[src/xmac_settings.svh]
// Matrix slice sizing
`ifndef XMAC_SETTINGS_SVH
`define XMAC_SETTINGS_SVH

// bits per operand word.
`define XMAC_WORD 16

// words per buffer entry and dot-product lanes.
`define XMAC_WIDTH 4

// slots per row, power of two.
`define XMAC_HEIGHT 4

// output rows and mac_row instances, power of two.
`define XMAC_ROWS 4

// accumulator width.
`define XMAC_ACC 40

`endif

[src/xmac_pkg.sv]
// Matrix slice types
`include "xmac_settings.svh"

package xmac_pkg;

  typedef logic signed [`XMAC_WORD-1:0] word_t;
  typedef logic signed [`XMAC_ACC-1:0]  acc_t;

  typedef logic [$clog2(`XMAC_ROWS)-1:0]   row_idx_t;
  typedef logic [$clog2(`XMAC_HEIGHT)-1:0] slot_idx_t;

  // slot in the upper bits, row in the lower bits.
  typedef logic [$clog2(`XMAC_HEIGHT)+$clog2(`XMAC_ROWS)-1:0] buf_addr_t;

  typedef enum logic [1:0] {
    FEED_IDLE,
    FEED_RUN,
    FEED_LAST
  } feed_state_e;

  typedef enum logic {
    DRAIN_IDLE,
    DRAIN_OUT
  } drain_state_e;

endpackage

[src/result_drain.sv]
// Serial result drain
`timescale 1ns/10ps
`include "xmac_settings.svh"

module result_drain (
  input  logic                                 clk_i,
  input  logic                                 rst_ni,
  input  logic                                 clear_i,
  input  logic                                 capture_i,
  input  xmac_pkg::acc_t [`XMAC_ROWS-1:0]      acc_i,
  output logic                                 res_valid_o,
  output xmac_pkg::row_idx_t                   res_row_o,
  output xmac_pkg::acc_t                       res_data_o,
  output logic                                 done_o
);
  import xmac_pkg::*;

  localparam row_idx_t LAST_ROW = row_idx_t'(`XMAC_ROWS - 1);

  drain_state_e          state_q;
  row_idx_t              idx_q;
  acc_t [`XMAC_ROWS-1:0] hold_q;

  // snapshot frees the accumulators for the next pass.
  always_ff @(posedge clk_i) begin
    if (capture_i) begin
      hold_q <= acc_i;
    end
  end

  always_ff @(posedge clk_i or negedge rst_ni) begin
    if (!rst_ni) begin
      state_q <= DRAIN_IDLE;
      idx_q   <= '0;
    end else if (clear_i) begin
      state_q <= DRAIN_IDLE;
      idx_q   <= '0;
    end else if (capture_i) begin
      state_q <= DRAIN_OUT;
      idx_q   <= '0;
    end else if (state_q == DRAIN_OUT) begin
      idx_q <= idx_q + 1'b1;
      if (idx_q == LAST_ROW) begin
        state_q <= DRAIN_IDLE;
        idx_q   <= '0;
      end
    end
  end

  assign res_valid_o = (state_q == DRAIN_OUT);
  assign res_row_o   = idx_q;
  assign res_data_o  = hold_q[idx_q];
  assign done_o      = res_valid_o && (idx_q == LAST_ROW); // with the last row.

endmodule

[config.mk]
export PLATFORM = sky130hd
export DESIGN_NAME = result_drain
export DESIGN_NICKNAME = d
export VERILOG_FILES = /design/src/xmac_pkg.sv /design/src/result_drain.sv
export VERILOG_INCLUDE_DIRS = /design/src
export SDC_FILE = /design/constraint.sdc
export NUM_CORES = 1
export LEC_CHECK = 0
export ABC_AREA = 1
export CAP_MARGIN = 40
export CORE_UTILIZATION = 50
export CTS_CLUSTER_DIAMETER = 150
export DETAILED_ROUTE_END_ITERATION = 16
export DONT_BUFFER_PORTS = 1
export GPL_ROUTABILITY_DRIVEN = 0
export HOLD_SLACK_MARGIN = 0.03
export SYNTH_ARGS = -nofsm -noshare
export SYNTH_HDL_FRONTEND = slang
export SYNTH_SLANG_ARGS = --single-unit
export TNS_END_PERCENT = 20
[constraint.sdc]
create_clock -name clk_i -period 1.19 [get_ports clk_i]
set_clock_uncertainty 0.05 [all_clocks]
set_input_delay 0.119 -clock clk_i [delete_from_list [all_inputs] [get_ports clk_i]]
set_output_delay 0.119 -clock clk_i [all_outputs]
set_load 0.02 [all_outputs]
Yosys cells after proc, flatten, opt, wreduce, memory -nomap -nowiden

Cells that the tools add are included.

Equality and inequality tests: 1
Mux-type cells: 10
$lt $le $gt $ge: 1
Reductions and logical operators: 2
Add/sub/neg operators: 1

Operators with widths:

| operator            | count |
|---|---|
| $bmux 40 s2         | 1 |
| $mux 40             | 1 |
| $mux 2              | 4 |
| $mux 1              | 4 |
| $lt 2x3->1 const B  | 1 |
| $reduce_bool 3->1   | 1 |
| $add 2x1->2 const B | 1 |
| $eq 2x2->1 const B  | 1 |
| $logic_and 1x1->1   | 1 |

Output and inout port bits: 44
Flip-flop bits (word level): 163

Depth between registers and ports, before layout

Gate-level depths: netlist (run 1).

Word-level depth: 5
Mapped depth: 6
Mapped depth without buffers: 4

Worst setup path after synthesis (run 1)

Ideal clock, no wire load.

Kind: register -> output
From: register idx_q[1] (netlist: res_row_o[1])
To: output res_data_o[0]
Required time: 1021 ps
Stages on the path, launching flop included: 6
Slack: -109 ps
Arrival: 1130 ps
Cells stage by stage: dfrtp_1 -> buf_2 -> inv_1 -> buf_6 -> nand3_1 -> nand2_1

Word-level cells in the longest chain between the ends: 2

RTL lines:

| item                          | line               | text |
|---|---|---|
| start, declared               | result_drain.sv:21 | `row_idx_t idx_q;` |
| start signal, assigned        | result_drain.sv:42 | `idx_q <= idx_q + 1'b1;` |
| $bmux 40 s2                   | result_drain.sv:52 | `assign res_data_o = hold_q[idx_q];` |
| $mux 40 (implied by the code) | result_drain.sv:52 |  |
| end, declared                 | result_drain.sv:13 | `output xmac_pkg::acc_t res_data_o,` |

No other way between the ends. The select of a mux whose other input is x is not followed.

Final worst setup path (run 1)

From: register idx_q[0] (netlist: res_row_o[0])
To: output res_data_o[18]

Same word-level chain as after synthesis.

==> results by group, run 1 <==
STA
  – Worst slew pin tran: 0.3152 ns
  – Hold Vio Cnt, Final: 162
  – Min Clock Period, post-route: 1.738 ns
  – Fmax: 575.4 MHz
  – Max Slew Vio Count: 0
  – Min Hold Slack: -0.2469 ns
  – Unrepaired setup endpoints after global routing: yes
  – Fin crit share: 146.1%
  – Rel. slew slack: 78.98%
  – Endpoints failing setup: 43
  – PnR worst setup slack: -0.5480 ns

Final layout
  – Share of layout cells above drive strength 1: 12.29%
  – Antenna fix cells: 0
  – Post-route cell area: 9605 um2
  – Final Non-Filler Cells: 1,006
  – # nets final: 982
  – Final core utilization: 71.96%
  – Area growth from synthesis to layout: 39.46%

Pwr
  – Reg power frac: 49.5%
  – Comb pwr share: 10.9%
  – IR drop worst, VDD: 1.565 mV
  – Switching Share: 22.85%
  – Internal power: 10.79 mW
  – Switching pwr: 3.198 mW
  – Pwr/cell area: 1457 nW/um2
  – P_leak: 4.286 nW
  – Clk pwr share: 39.5%

Synth
  – Register bit total from synthesis: 163
  – Post-synthesis compound-gate area fraction: 0.2180%
  – Most used DFF post-synth: edfxtp_1
  – Cell count after synthesis: 646
  – Count leader, synth: nand2_1
  – Post-synthesis adder-cell area fraction: 0.1817%
  – Distinct cells, synth: 13
  – Synth Area in XOR/XNOR: 0%
  – Asr flop ratio synth: 1.840%
  – Synth Area in Simple Gates: 17.09%
  – Proportion of netlist area held by the largest area contributor: 69.75%
  – Post-synthesis net count: 811
  – Sequential-to-total area share from yosys stat: 70.84%
  – Synth top area cells: edfxtp_1 (70%), nand2_1 (11%), inv_1 (9.0%)
  – Synth area leader: edfxtp_1
  – Yosys Warn Count: 0
  – Number of synthesized flops with an enable pin: 160
  – Top cells by count, synth: nand2_1 (204), inv_1 (165), edfxtp_1 (160), nand3_1 (80), buf_2 (13)
  – Avg Cell Area, Syn: 10.66 um2
  – Mux share of post-synthesis cell area: 0%
  – Largest family of logic cells by synthesized area: simple AND/OR/NAND/NOR gates
  – Synth Cell Area: 6888 um2

CTS
  – CTS Sinks: 163
  – CTS clk-pin slew, worst paths: 0.06 ns
  – Post-CTS setup buffers: 0
  – Clock Path Buffers: 2
  – Clock Root Buffer: clkbuf_16
  – CTS buffer count: 17
  – Worst-skew pair later-pin latency: 0.42 ns
  – Hold Buf Count CTS: 164
  – CTS tree: yes
  – H-tree Lvls: 4

Floorplan
  – Core area: 13,350 um2
  – Die X: 119.4 um
  – Initial Utilization: 51.60%
  – Die area: 14,250 um2
  – Chip Height: 119.4 um
  – Rows: 42
  – Ports: 208

Status
  – Status: complete, but fails checks
  – Failing checks: hold timing, setup timing

Global routing
  – Grt ovf: 0
  – GRT Total Usage: 22.44%
  – Pin count of the biggest net entering global routing: 163
  – First-pass GRT wire length: 23.88 mm
  – Vias in the first global route: 5,013
  – Initial antenna violation count: 0

Placement
  – Number of port buffers: 0
  – Pre-CTS setup slack: -0.1077 ns
  – DP Wirelength: 8.621 mm
  – Placed Instances: 809
  – Post-DP Area: 7223 um2

Drt
  – Vias post-DR: 4,835
  – DR DRC count: 0
  – DRT Wirelength: 15.95 mm
  – Vias per cell: 4.806
  – Drt pass-1 iters: 6
  – Mean routed wirelength per cell: 15.85 um
  – Initial DRC count: 342
  – DRT antenna net count: 0

Worst setup path
  – Worst path max stage delay: 0.55 ns
  – CP Data Arrival Time: 1.57 ns
  – Worst Path Required: 1.02 ns
  – Setup crit start kind: register
  – Crit Path Max Fanout: 31
  – Crit-path cells: buf_16 > nand2_1 > nand3_1 > nand2_2
  – Crit-path slowest cell: dfrtp_4
  – Crit end category: output pin
  – Worst setup path class: register to output pin

Job
  – Max-Cap Viols: 0

Min path
  – HP Class: input port to register
[flip-flops by register name (all words and copies together) (netlist names)]
signal       cells
hold_q         160
res_valid_o      1
res_row_o        2
[area by class of cell]
cell class / count / area, um2
Clock buffer: 20 / 436.7
Clock inverter: 12 / 157.7
Fill cell: 898 / 3742
Inverter: 166 / 630.6
Multi-Input combinational cell: 291 / 1388
Sequential cell: 163 / 4886
Tap cell: 176 / 220.2
Timing Repair Buffer: 178 / 1887
[path summary, 6_finish.rpt]
path	startpoint	endpoint	slack, ns	depth (start not counted)
setup / recovery	res_row_o[0]$_DFFE_PN0P_	res_data_o[18]	-0.55	4
hold / removal	capture_i	hold_q[112]$_DFFE_PP_	-0.25	0
setup reg to reg	res_row_o[0]$_DFFE_PN0P_	res_row_o[1]$_DFFE_PN0P_	0.01	3
hold reg to reg	res_valid_o$_DFF_PN0_	res_row_o[0]$_DFFE_PN0P_	0.55	3
max in group asynchronous	rst_ni	res_row_o[0]$_DFFE_PN0P_	0.45	2
min in group asynchronous	rst_ni	res_row_o[0]$_DFFE_PN0P_	0.47	2
[per-stage QoR]
stage / total power [mW] / setup TNS, ns
floorplan: 7.869 / -0.08209
global placement: 8.024 / -1.724
detailed placement: 8.051 / -2.284
CTS: 13.98 / -21.59
global route: 14.45 / -23.89
finish: 13.99 / -21.18
[cell families after synthesis]
family / after synthesis
AND/OR/NAND/NOR: 287
AO/OA/AOI/OAI: 3
flip-flops: 163
adder cells (fa/ha/maj): 1
buffers and inverters: 192
[per-layer routing]
layer	track usage, %	up-vias	routed length [um]
li1	-	2351	-
met3	6.418	37	1068
met4	10.78	0	444
met1	25.38	2253	6207
met5	0	-	0
met2	38.95	194	8225
[timing repair]
action | 4_1_cts | 5_1_grt
setup endpoints to repair | 44 | 45
pin swaps | 0 | 9
cloned | 0 | 1
endpoints found under the hold margin | 326 | 162
resized for setup | 7 | 21
[power groups by stage]
stage / Combinational [mW] / Sequential [mW] / Clock [mW]
final: 1.53 / 6.93 / 5.53
after global routing: 1.67 / 6.97 / 5.81
after CTS: 1.46 / 6.92 / 5.60
after detailed placement: 1.00 / 7.05 / 0
after global placement: 0.993 / 7.03 / 0
after floorplan: 0.848 / 7.02 / 0
[worst max-delay path, delay by kind of cell (launching register included)]
| kind | cells | cell delay [ns] |
|---|---|---|
| and+or+nand+nor | 3 | 0.37 |
| DFF | 1 | 0.55 |
| buffers and inverters | 1 | 0.22 |
[cells in the final DEF (no fill, tap or decap), types with 2 or more instances in the layout]
cell / n
nand2_4: 3
nand3_2: 13
inv_1: 163
buf_6: 2
nand2_2: 38
inv_2: 2
dfrtp_2: 2
bufinv_16: 3
nand3_1: 67
clkbuf_1: 3
nor2_1: 3
buf_4: 2
clkinvlp_4: 2
nand2_1: 163
clkbuf_16: 18
dlygate4sd3_1: 164
edfxtp_1: 160
clkinv_4: 4
a21oi_1: 2
buf_12: 7
Power figures use the tool's default switching activity.
==> inputs of run 2 (changes only) <==
--- a/config.mk
+++ b/config.mk
@@ -8,12 +8,16 @@
 export LEC_CHECK = 0
 export ABC_AREA = 1
 export CAP_MARGIN = 40
-export CORE_UTILIZATION = 50
+export CELL_PAD_IN_SITES_DETAIL_PLACEMENT = 1
+export CELL_PAD_IN_SITES_GLOBAL_PLACEMENT = 2
+export CORE_UTILIZATION = 39
 export CTS_CLUSTER_DIAMETER = 150
+export CTS_CLUSTER_SIZE = 12
 export DETAILED_ROUTE_END_ITERATION = 16
 export DONT_BUFFER_PORTS = 1
 export GPL_ROUTABILITY_DRIVEN = 0
-export HOLD_SLACK_MARGIN = 0.03
+export HOLD_SLACK_MARGIN = 0.1
+export PLACE_DENSITY_LB_ADDON = 0.1
 export SYNTH_ARGS = -nofsm -noshare
 export SYNTH_HDL_FRONTEND = slang
 export SYNTH_SLANG_ARGS = --single-unit
==> run 2 against run 1 <==
The flow still finishes with violations (hold timing, setup timing). Flip-flop and latch count is the same. Sequential power barely moved. Non-clock buffer count grew 1. Cell area up 3.0%. First-iteration DRC count is 36% lower. Die area rose by 28%. Final cell count increased by 5.1%. Critical endpoint is now res_data_o[15].
==> results by group, run 2 (synthesis gave the netlist of run 1 again) <==
Placement
  – DP Wirelength: 10.06 mm (was 8.621 mm)
  – Placed Instances: 859 (was 809)
  – Post-DP Area: 7292 um2 (was 7223 um2)
  – Number of port buffers: 0 (unchanged)
  – Pre-CTS setup slack: -0.1220 ns (was -0.1077 ns)

Global routing
  – Pin count of the biggest net entering global routing: 163 (unchanged)
  – First-pass GRT wire length: 27.57 mm (was 23.88 mm)
  – Initial antenna violation count: 1 (was 0)
  – GRT Total Usage: 20.48% (was 22.44%)
  – Vias in the first global route: 5,277 (was 5,013)
  – Grt ovf: 0 (unchanged)

Final layout
  – Final core utilization: 57.18% (was 71.96%)
  – Area growth from synthesis to layout: 43.58% (was 39.46%)
  – Post-route cell area: 9889 um2 (was 9605 um2)
  – # nets final: 983 (was 982)
  – Top reg by flops: hold_q (unchanged)
  – Most frequent cells in the layout: dlygate4sd3_1 (164), inv_1 (163), edfxtp_1 (160), nand2_1 (159) (was dlygate4sd3_1 (164), inv_1 (163), nand2_1 (163), edfxtp_1 (160), nand3_1 (67))
  – Share of layout cells above drive strength 1: 16.37% (was 12.29%)
  – Max reg flops: 160 (unchanged)
  – Most common cell after layout, fill and taps aside: dlygate4sd3_1 (unchanged)
  – Final Non-Filler Cells: 1,057 (was 1,006)

Pwr
  – Internal power: 10.86 mW (was 10.79 mW)
  – IR drop worst, VDD: 1.179 mV (was 1.565 mV)
  – Tot Pwr: 14.26 mW (was 13.99 mW)
  – Clk pwr share: 39.9% (was 39.5%)
  – Switching pwr: 3.397 mW (was 3.198 mW)
  – Comb pwr share: 11.4% (was 10.9%)
  – Reg power frac: 48.6% (was 49.5%)
  – P_leak: 4.388 nW (was 4.286 nW)
  – Switching Share: 23.83% (was 22.85%)
  – Pwr/cell area: 1441 nW/um2 (was 1457 nW/um2)

Worst setup path
  – Setup crit start kind: register (unchanged)
  – Worst setup path class: register to output pin (unchanged)
  – Crit-path cells: buf_8 > nand2_1 > nand3_2 > nand2_2 (was buf_16 > nand2_1 > nand3_1 > nand2_2)
  – Worst path max stage delay: 0.55 ns (about the same)
  – CP Data Arrival Time: 1.55 ns (was 1.57 ns)
  – Worst Path Required: 1.02 ns (about the same)
  – Crit Path Max Fanout: 30 (was 31)
  – Reg2Reg Capture Point: res_row_o[0]$_DFFE_PN0P_ (was res_row_o[1]$_DFFE_PN0P_)
  – Crit end category: output pin (unchanged)
  – Top cell family by delay on the critical path: flip-flops (unchanged)
  – Reg2Reg Depth: 4 (was 3)
  – Worst reg-to-reg setup slack: 0.01 ns (about the same)
  – Crit path buffers/inverters: 1 (unchanged)
  – Reg2reg start: res_row_o[0]$_DFFE_PN0P_ (unchanged)
  – Crit-path slowest cell: dfrtp_4 (unchanged)

Status
  – Failing checks: hold timing, setup timing (unchanged)
  – Status: complete, but fails checks (unchanged)

CTS
  – H-tree Lvls: 4 (unchanged)
  – Clock Path Buffers: 2 (unchanged)
  – Hold Buf Count CTS: 164 (unchanged)
  – CTS clk-pin slew, worst paths: 0.07 ns (was 0.06 ns)
  – Post-CTS setup buffers: 0 (unchanged)
  – CTS buffer count: 17 (unchanged)
  – CTS Sinks: 163 (unchanged)
  – Worst-skew pair later-pin latency: 0.42 ns (about the same)
  – CTS tree: yes (unchanged)
  – Clock Root Buffer: clkbuf_16 (unchanged)

Drt
  – Initial DRC count: 218 (was 342)
  – DR DRC count: 0 (unchanged)
  – DRT antenna net count: 0 (unchanged)
  – DRT Wirelength: 17.78 mm (was 15.95 mm)
  – Vias per cell: 4.549 (was 4.806)
  – Drt pass-1 iters: 5 (was 6)
  – Mean routed wirelength per cell: 16.82 um (was 15.85 um)
  – Vias post-DR: 4,808 (was 4,835)

STA
  – Min Clock Period, post-route: 1.720 ns (was 1.738 ns)
  – Max Slew Vio Count: 0 (unchanged)
  – Endpoints failing setup: 43 (unchanged)
  – Min Hold Slack: -0.2502 ns (was -0.2469 ns)
  – Fin Setup TNS: -20.30 ns (was -21.18 ns)
  – Fin crit share: 144.6% (was 146.1%)
  – Worst slew pin tran: 0.2296 ns (was 0.3152 ns)
  – Unrepaired setup endpoints after global routing: yes (unchanged)
  – Fmax: 581.2 MHz (was 575.4 MHz)
  – Hold Vio Cnt, Final: 162 (unchanged)
  – PnR worst setup slack: -0.5304 ns (was -0.5480 ns)
  – Rel. slew slack: 84.69% (was 78.98%)

Floorplan
  – Chip Height: 134.9 um (was 119.4 um)
  – Die X: 134.9 um (was 119.4 um)
  – Core area: 17,300 um2 (was 13,350 um2)
  – Rows: 48 (was 42)
  – Ports: 208 (unchanged)
  – Initial Utilization: 39.82% (was 51.60%)
  – Die area: 18,200 um2 (was 14,250 um2)

Min path
  – Hold Path End: hold_q[93]$_DFFE_PP_ (was hold_q[112]$_DFFE_PP_)
  – HP Class: input port to register (unchanged)
  – Hold Path Cell Cnt: 0 (unchanged)
  – Hold path startpoint: capture_i (unchanged)

Job
  – Max-Cap Viols: 0 (unchanged)
[run 2: cell count changes in the layout (fill, tap and decap cells not counted), sizes merged]
| cell | change |
|---|---|
| clkinv | +1 |
| buf | +2 |
| diode | +1 |
| inv | +3 |
| clkbuf | -3 |
| clkinvlp | -2 |
[run 2: power by group through the flow]
| stage | Sequential (mW) | Combinational (mW) | Clock (mW) |
|---|---|---|---|
| floorplan | 7.02 | 0.848 | 0 |
| global placement | 7.04 | 1.03 | 0 |
| detailed placement | 7.06 | 1.03 | 0 |
| CTS | 6.93 | 1.57 | 5.78 |
| global route | 6.98 | 1.79 | 6.01 |
| finish | 6.93 | 1.63 | 5.69 |
[run 2: cell type report]
cell class | instances | area [um2]
clock buffers | 18 | 429.2
repair buffers | 179 | 1886
clock inverters | 14 | 176.4
well taps | 225 | 281.5
fillers | 1818 | 7407
flip-flops and latches | 163 | 4886
diodes | 1 | 2.502
inverters | 166 | 635.6
multi-input cells | 291 | 1593
[run 2: worst register-to-register path, delay by kind of cell (launching register included)]
family | cells | cell delay [ns]
flip-flops | 1 | 0.55
adder cells (fa/ha/maj) | 1 | 0.24
AND/OR/NAND/NOR | 1 | 0.06
AO/OA/AOI/OAI | 1 | 0.15
buffers and inverters | 1 | 0.06
[run 2: worst max-delay path by stage]
stage                     slack (ns)  cells past startpoint              to                      from
after CTS                      -0.55                      5  res_data_o[28]  res_row_o[0]$_DFFE_PN0P_
after global placement         -0.12                      4  res_data_o[29]  res_row_o[0]$_DFFE_PN0P_
after detailed placement       -0.12                      4  res_data_o[32]  res_row_o[0]$_DFFE_PN0P_
after global routing           -0.60                      4   res_data_o[6]  res_row_o[0]$_DFFE_PN0P_
after floorplan               -0.002                      6   res_data_o[0]  res_row_o[0]$_DFFE_PN0P_
final                          -0.53                      4  res_data_o[15]  res_row_o[0]$_DFFE_PN0P_
[run 2: timing repair]
item                                   in CTS  in global routing
setup endpoints to repair                  45                 47
endpoints found under the hold margin     326                162
resized for setup                          45                 26
pin swaps                                   9                  5
cloned                                      1                  0
[run 2: routing by layer]
layer  global-route usage (%)  wire (um)  vias up
li1                         -          -     2355
met4                    6.305        221        0
met2                    36.51       9291      136
met5                        0          0        -
met3                    6.907       1197       16
met1                    23.01       7065     2301
==> inputs of run 3 (changes only) <==
--- a/config.mk
+++ b/config.mk
@@ -10,7 +10,7 @@
 export CAP_MARGIN = 40
 export CELL_PAD_IN_SITES_DETAIL_PLACEMENT = 1
 export CELL_PAD_IN_SITES_GLOBAL_PLACEMENT = 2
-export CORE_UTILIZATION = 39
+export CORE_UTILIZATION = 35
 export CTS_CLUSTER_DIAMETER = 150
 export CTS_CLUSTER_SIZE = 12
 export DETAILED_ROUTE_END_ITERATION = 16
==> constraint.sdc (replaced) <==
create_clock -name clk_i -period 1.5 [get_ports clk_i]
set_clock_uncertainty 0.05 [all_clocks]
set_input_delay 0.15 -clock clk_i [delete_from_list [all_inputs] [get_ports clk_i]]
set_output_delay 0.15 -clock clk_i [all_outputs]
set_load 0.02 [all_outputs]
==> run 3 against run 2 <==
The run still ends with hold timing, setup timing left. Flip-flop and latch count is the same. Largest cell class unchanged. Die area grew 11%. Hold slack gained 0.036 ns.
==> results by group, run 3 (synthesis gave the netlist of run 1 again) <==
Status
  – Status: complete, but fails checks (unchanged)
  – Failing checks: hold timing, setup timing (unchanged)

Drt
  – Mean routed wirelength per cell: 17.04 um (was 16.82 um)
  – DRT antenna net count: 0 (unchanged)
  – DR DRC count: 0 (unchanged)
  – Vias per cell: 4.447 (was 4.549)
  – Drt pass-1 iters: 4 (was 5)
  – DRT Wirelength: 18.76 mm (was 17.78 mm)
  – Initial DRC count: 185 (was 218)
  – Vias post-DR: 4,896 (was 4,808)

Final layout
  – Share of layout cells above drive strength 1: 17.14% (was 16.37%)
  – # nets final: 993 (was 983)
  – Most common cell after layout, fill and taps aside: dlygate4sd3_1 (unchanged)
  – Top reg by flops: hold_q (unchanged)
  – Max reg flops: 160 (unchanged)
  – Final Non-Filler Cells: 1,101 (was 1,057)
  – Area growth from synthesis to layout: 46.67% (was 43.58%)
  – Most frequent cells in the layout: dlygate4sd3_1 (165), inv_1 (163), edfxtp_1 (160), nand2_1 (150), nand3_1 (52) (was dlygate4sd3_1 (164), inv_1 (163), edfxtp_1 (160), nand2_1 (159))

CTS
  – Hold Buf Count CTS: 165 (was 164)
  – CTS clk-pin slew, worst paths: 0.06 ns (was 0.07 ns)
  – Worst-skew pair later-pin latency: 0.42 ns (about the same)
  – CTS tree: yes (unchanged)
  – CTS buffer count: 17 (unchanged)
  – Clock Root Buffer: clkbuf_16 (unchanged)
  – Clock Path Buffers: 2 (unchanged)
  – H-tree Lvls: 4 (unchanged)
  – CTS Sinks: 163 (unchanged)

STA
  – Worst slew pin tran: 0.4155 ns (was 0.2296 ns)
  – Min Hold Slack: -0.2138 ns (was -0.2502 ns)
  – Fin crit share: 120.4%
  – Fin Setup TNS: -10.90 ns (was -20.30 ns)
  – Unrepaired setup endpoints after global routing: yes (unchanged)
  – Min Clock Period, post-route: 1.806 ns
  – Hold Vio Cnt, Final: 160 (was 162)
  – Fmax: 553.9 MHz
  – Rel. slew slack: 72.30% (was 84.69%)
  – PnR worst setup slack: -0.3055 ns (was -0.5304 ns)
  – Endpoints failing setup: 42 (was 43)
  – Max Slew Vio Count: 0 (unchanged)

Placement
  – Number of port buffers: 0 (unchanged)
  – DP Wirelength: 10.53 mm (was 10.06 mm)
  – Placed Instances: 895 (was 859)

Worst setup path
  – CP Data Arrival Time: 1.61 ns (was 1.55 ns)
  – Crit-path slowest cell: dfrtp_4 (unchanged)
  – Crit end category: output pin (unchanged)
  – Worst reg-to-reg setup slack: 0.05 ns (was 0.01 ns)
  – Crit path buffers/inverters: 2 (was 1)
  – Crit-path cells: bufbuf_16 > ha_2 > nand2_2 > inv_4 (was buf_8 > nand2_1 > nand3_2 > nand2_2)
  – Worst setup path class: register to output pin (unchanged)
  – Worst path max stage delay: 0.55 ns (about the same)
  – Setup crit start kind: register (unchanged)
  – Crit Path Max Fanout: 6 (was 30)
  – Top cell family by delay on the critical path: flip-flops (unchanged)
  – Worst Path Required: 1.30 ns (was 1.02 ns)

Floorplan
  – Ports: 208 (unchanged)
  – Die X: 142.3 um (was 134.9 um)
  – Rows: 50 (was 48)
  – Core area: 19,020 um2 (was 17,300 um2)
  – Die area: 20,250 um2 (was 18,200 um2)
  – Chip Height: 142.3 um (was 134.9 um)
  – Initial Utilization: 36.22% (was 39.82%)

Global routing
  – Grt ovf: 0 (unchanged)
  – Pin count of the biggest net entering global routing: 163 (unchanged)
  – Vias in the first global route: 5,377 (was 5,277)
  – GRT Total Usage: 18.97% (was 20.48%)
  – Initial antenna violation count: 1 (unchanged)
  – First-pass GRT wire length: 28.32 mm (was 27.57 mm)

Pwr
  – Switching pwr: 2.715 mW (was 3.397 mW)
  – Reg power frac: 48.5% (was 48.6%)
  – IR drop worst, VDD: 0.8671 mV (was 1.179 mV)
  – Internal power: 8.651 mW (was 10.86 mW)
  – P_leak: 4.464 nW (was 4.388 nW)
  – Switching Share: 23.89% (was 23.83%)
  – Comb pwr share: 11.9% (was 11.4%)
  – Pwr/cell area: 1125 nW/um2 (was 1441 nW/um2)
  – Clk pwr share: 39.7% (was 39.9%)

Job
  – Max-Cap Viols: 0 (unchanged)

Min path
  – HP Class: input port to register (unchanged)
[run 3: repair_timing]
action,4_1_cts,5_1_grt
endpoints found under the setup margin,43,43
setup buffers,0,2
pin swaps,21,20
gates resized for setup,75,37
gates cloned,5,2
hold endpoints to repair,326,160
[run 3: final cells by class]
| type | instances | area, um2 |
|---|---|---|
| Inverter | 166 | 638.1 |
| Clock inverter | 14 | 178.9 |
| Fill cell | 2040 | 8916 |
| Multi-Input combinational cell | 291 | 1560 |
| Sequential cell | 163 | 4885 |
| Timing Repair Buffer | 189 | 2087 |
| Tap cell | 260 | 325.3 |
| Clock buffer | 17 | 425.4 |
| Antenna cell | 1 | 2.502 |
[run 3: final timing paths]
check / start / end / cells after the start
max in group asynchronous: rst_ni / res_row_o[0]$_DFFE_PN0P_ / 2
max: res_row_o[0]$_DFFE_PN0P_ / done_o / 4
min reg2reg: res_row_o[1]$_DFFE_PN0P_ / res_row_o[1]$_DFFE_PN0P_ / 2
max reg2reg: res_row_o[0]$_DFFE_PN0P_ / res_row_o[0]$_DFFE_PN0P_ / 5
min: capture_i / hold_q[129]$_DFFE_PP_ / 0
min in group asynchronous: rst_ni / res_row_o[0]$_DFFE_PN0P_ / 2
[run 3: power by group through the flow]
stage | clock (mW) | sequential, mW | combinational, mW
5_1_grt | 4.77 | 5.54 | 1.47
2_1_floorplan | 0 | 5.57 | 0.615
6_report | 4.51 | 5.51 | 1.35
4_1_cts | 4.61 | 5.51 | 1.28
3_5_place_dp | 0 | 5.61 | 0.775
3_3_place_gp | 0 | 5.60 | 0.768
[run 3: worst reg2reg max path: cells and delay by family (launching register included)]
kind	cells	cell delay, ns
fa+ha+maj	1	0.19
compound gates	1	0.17
flops	1	0.55
buf+inv	2	0.34
simple gates	1	0.06
[run 3: through the flow]
stage	total power [mW]	setup slack (ns)	area, um2	utilization (%)
finish	11.37	-0.3055	10100	53.12
global placement	6.363	0.1098	7228	38.01
detailed placement	6.380	0.09243	7228	38.01
CTS	11.40	-0.3362	9879	51.95
floorplan	6.184	0.1697	6888	-
global route	11.79	-0.3731	10100	53.12
[run 3: layer usage]
| layer | vias up | routed length [um] | GRT usage [%] |
|---|---|---|---|
| li1 | 2382 | - | - |
| met1 | 2364 | 7711 | 21.96 |
| met2 | 132 | 9709 | 33.46 |
| met3 | 18 | 1102 | 5.956 |
| met4 | 0 | 238 | 5.659 |
| met5 | - | 0 | 0 |
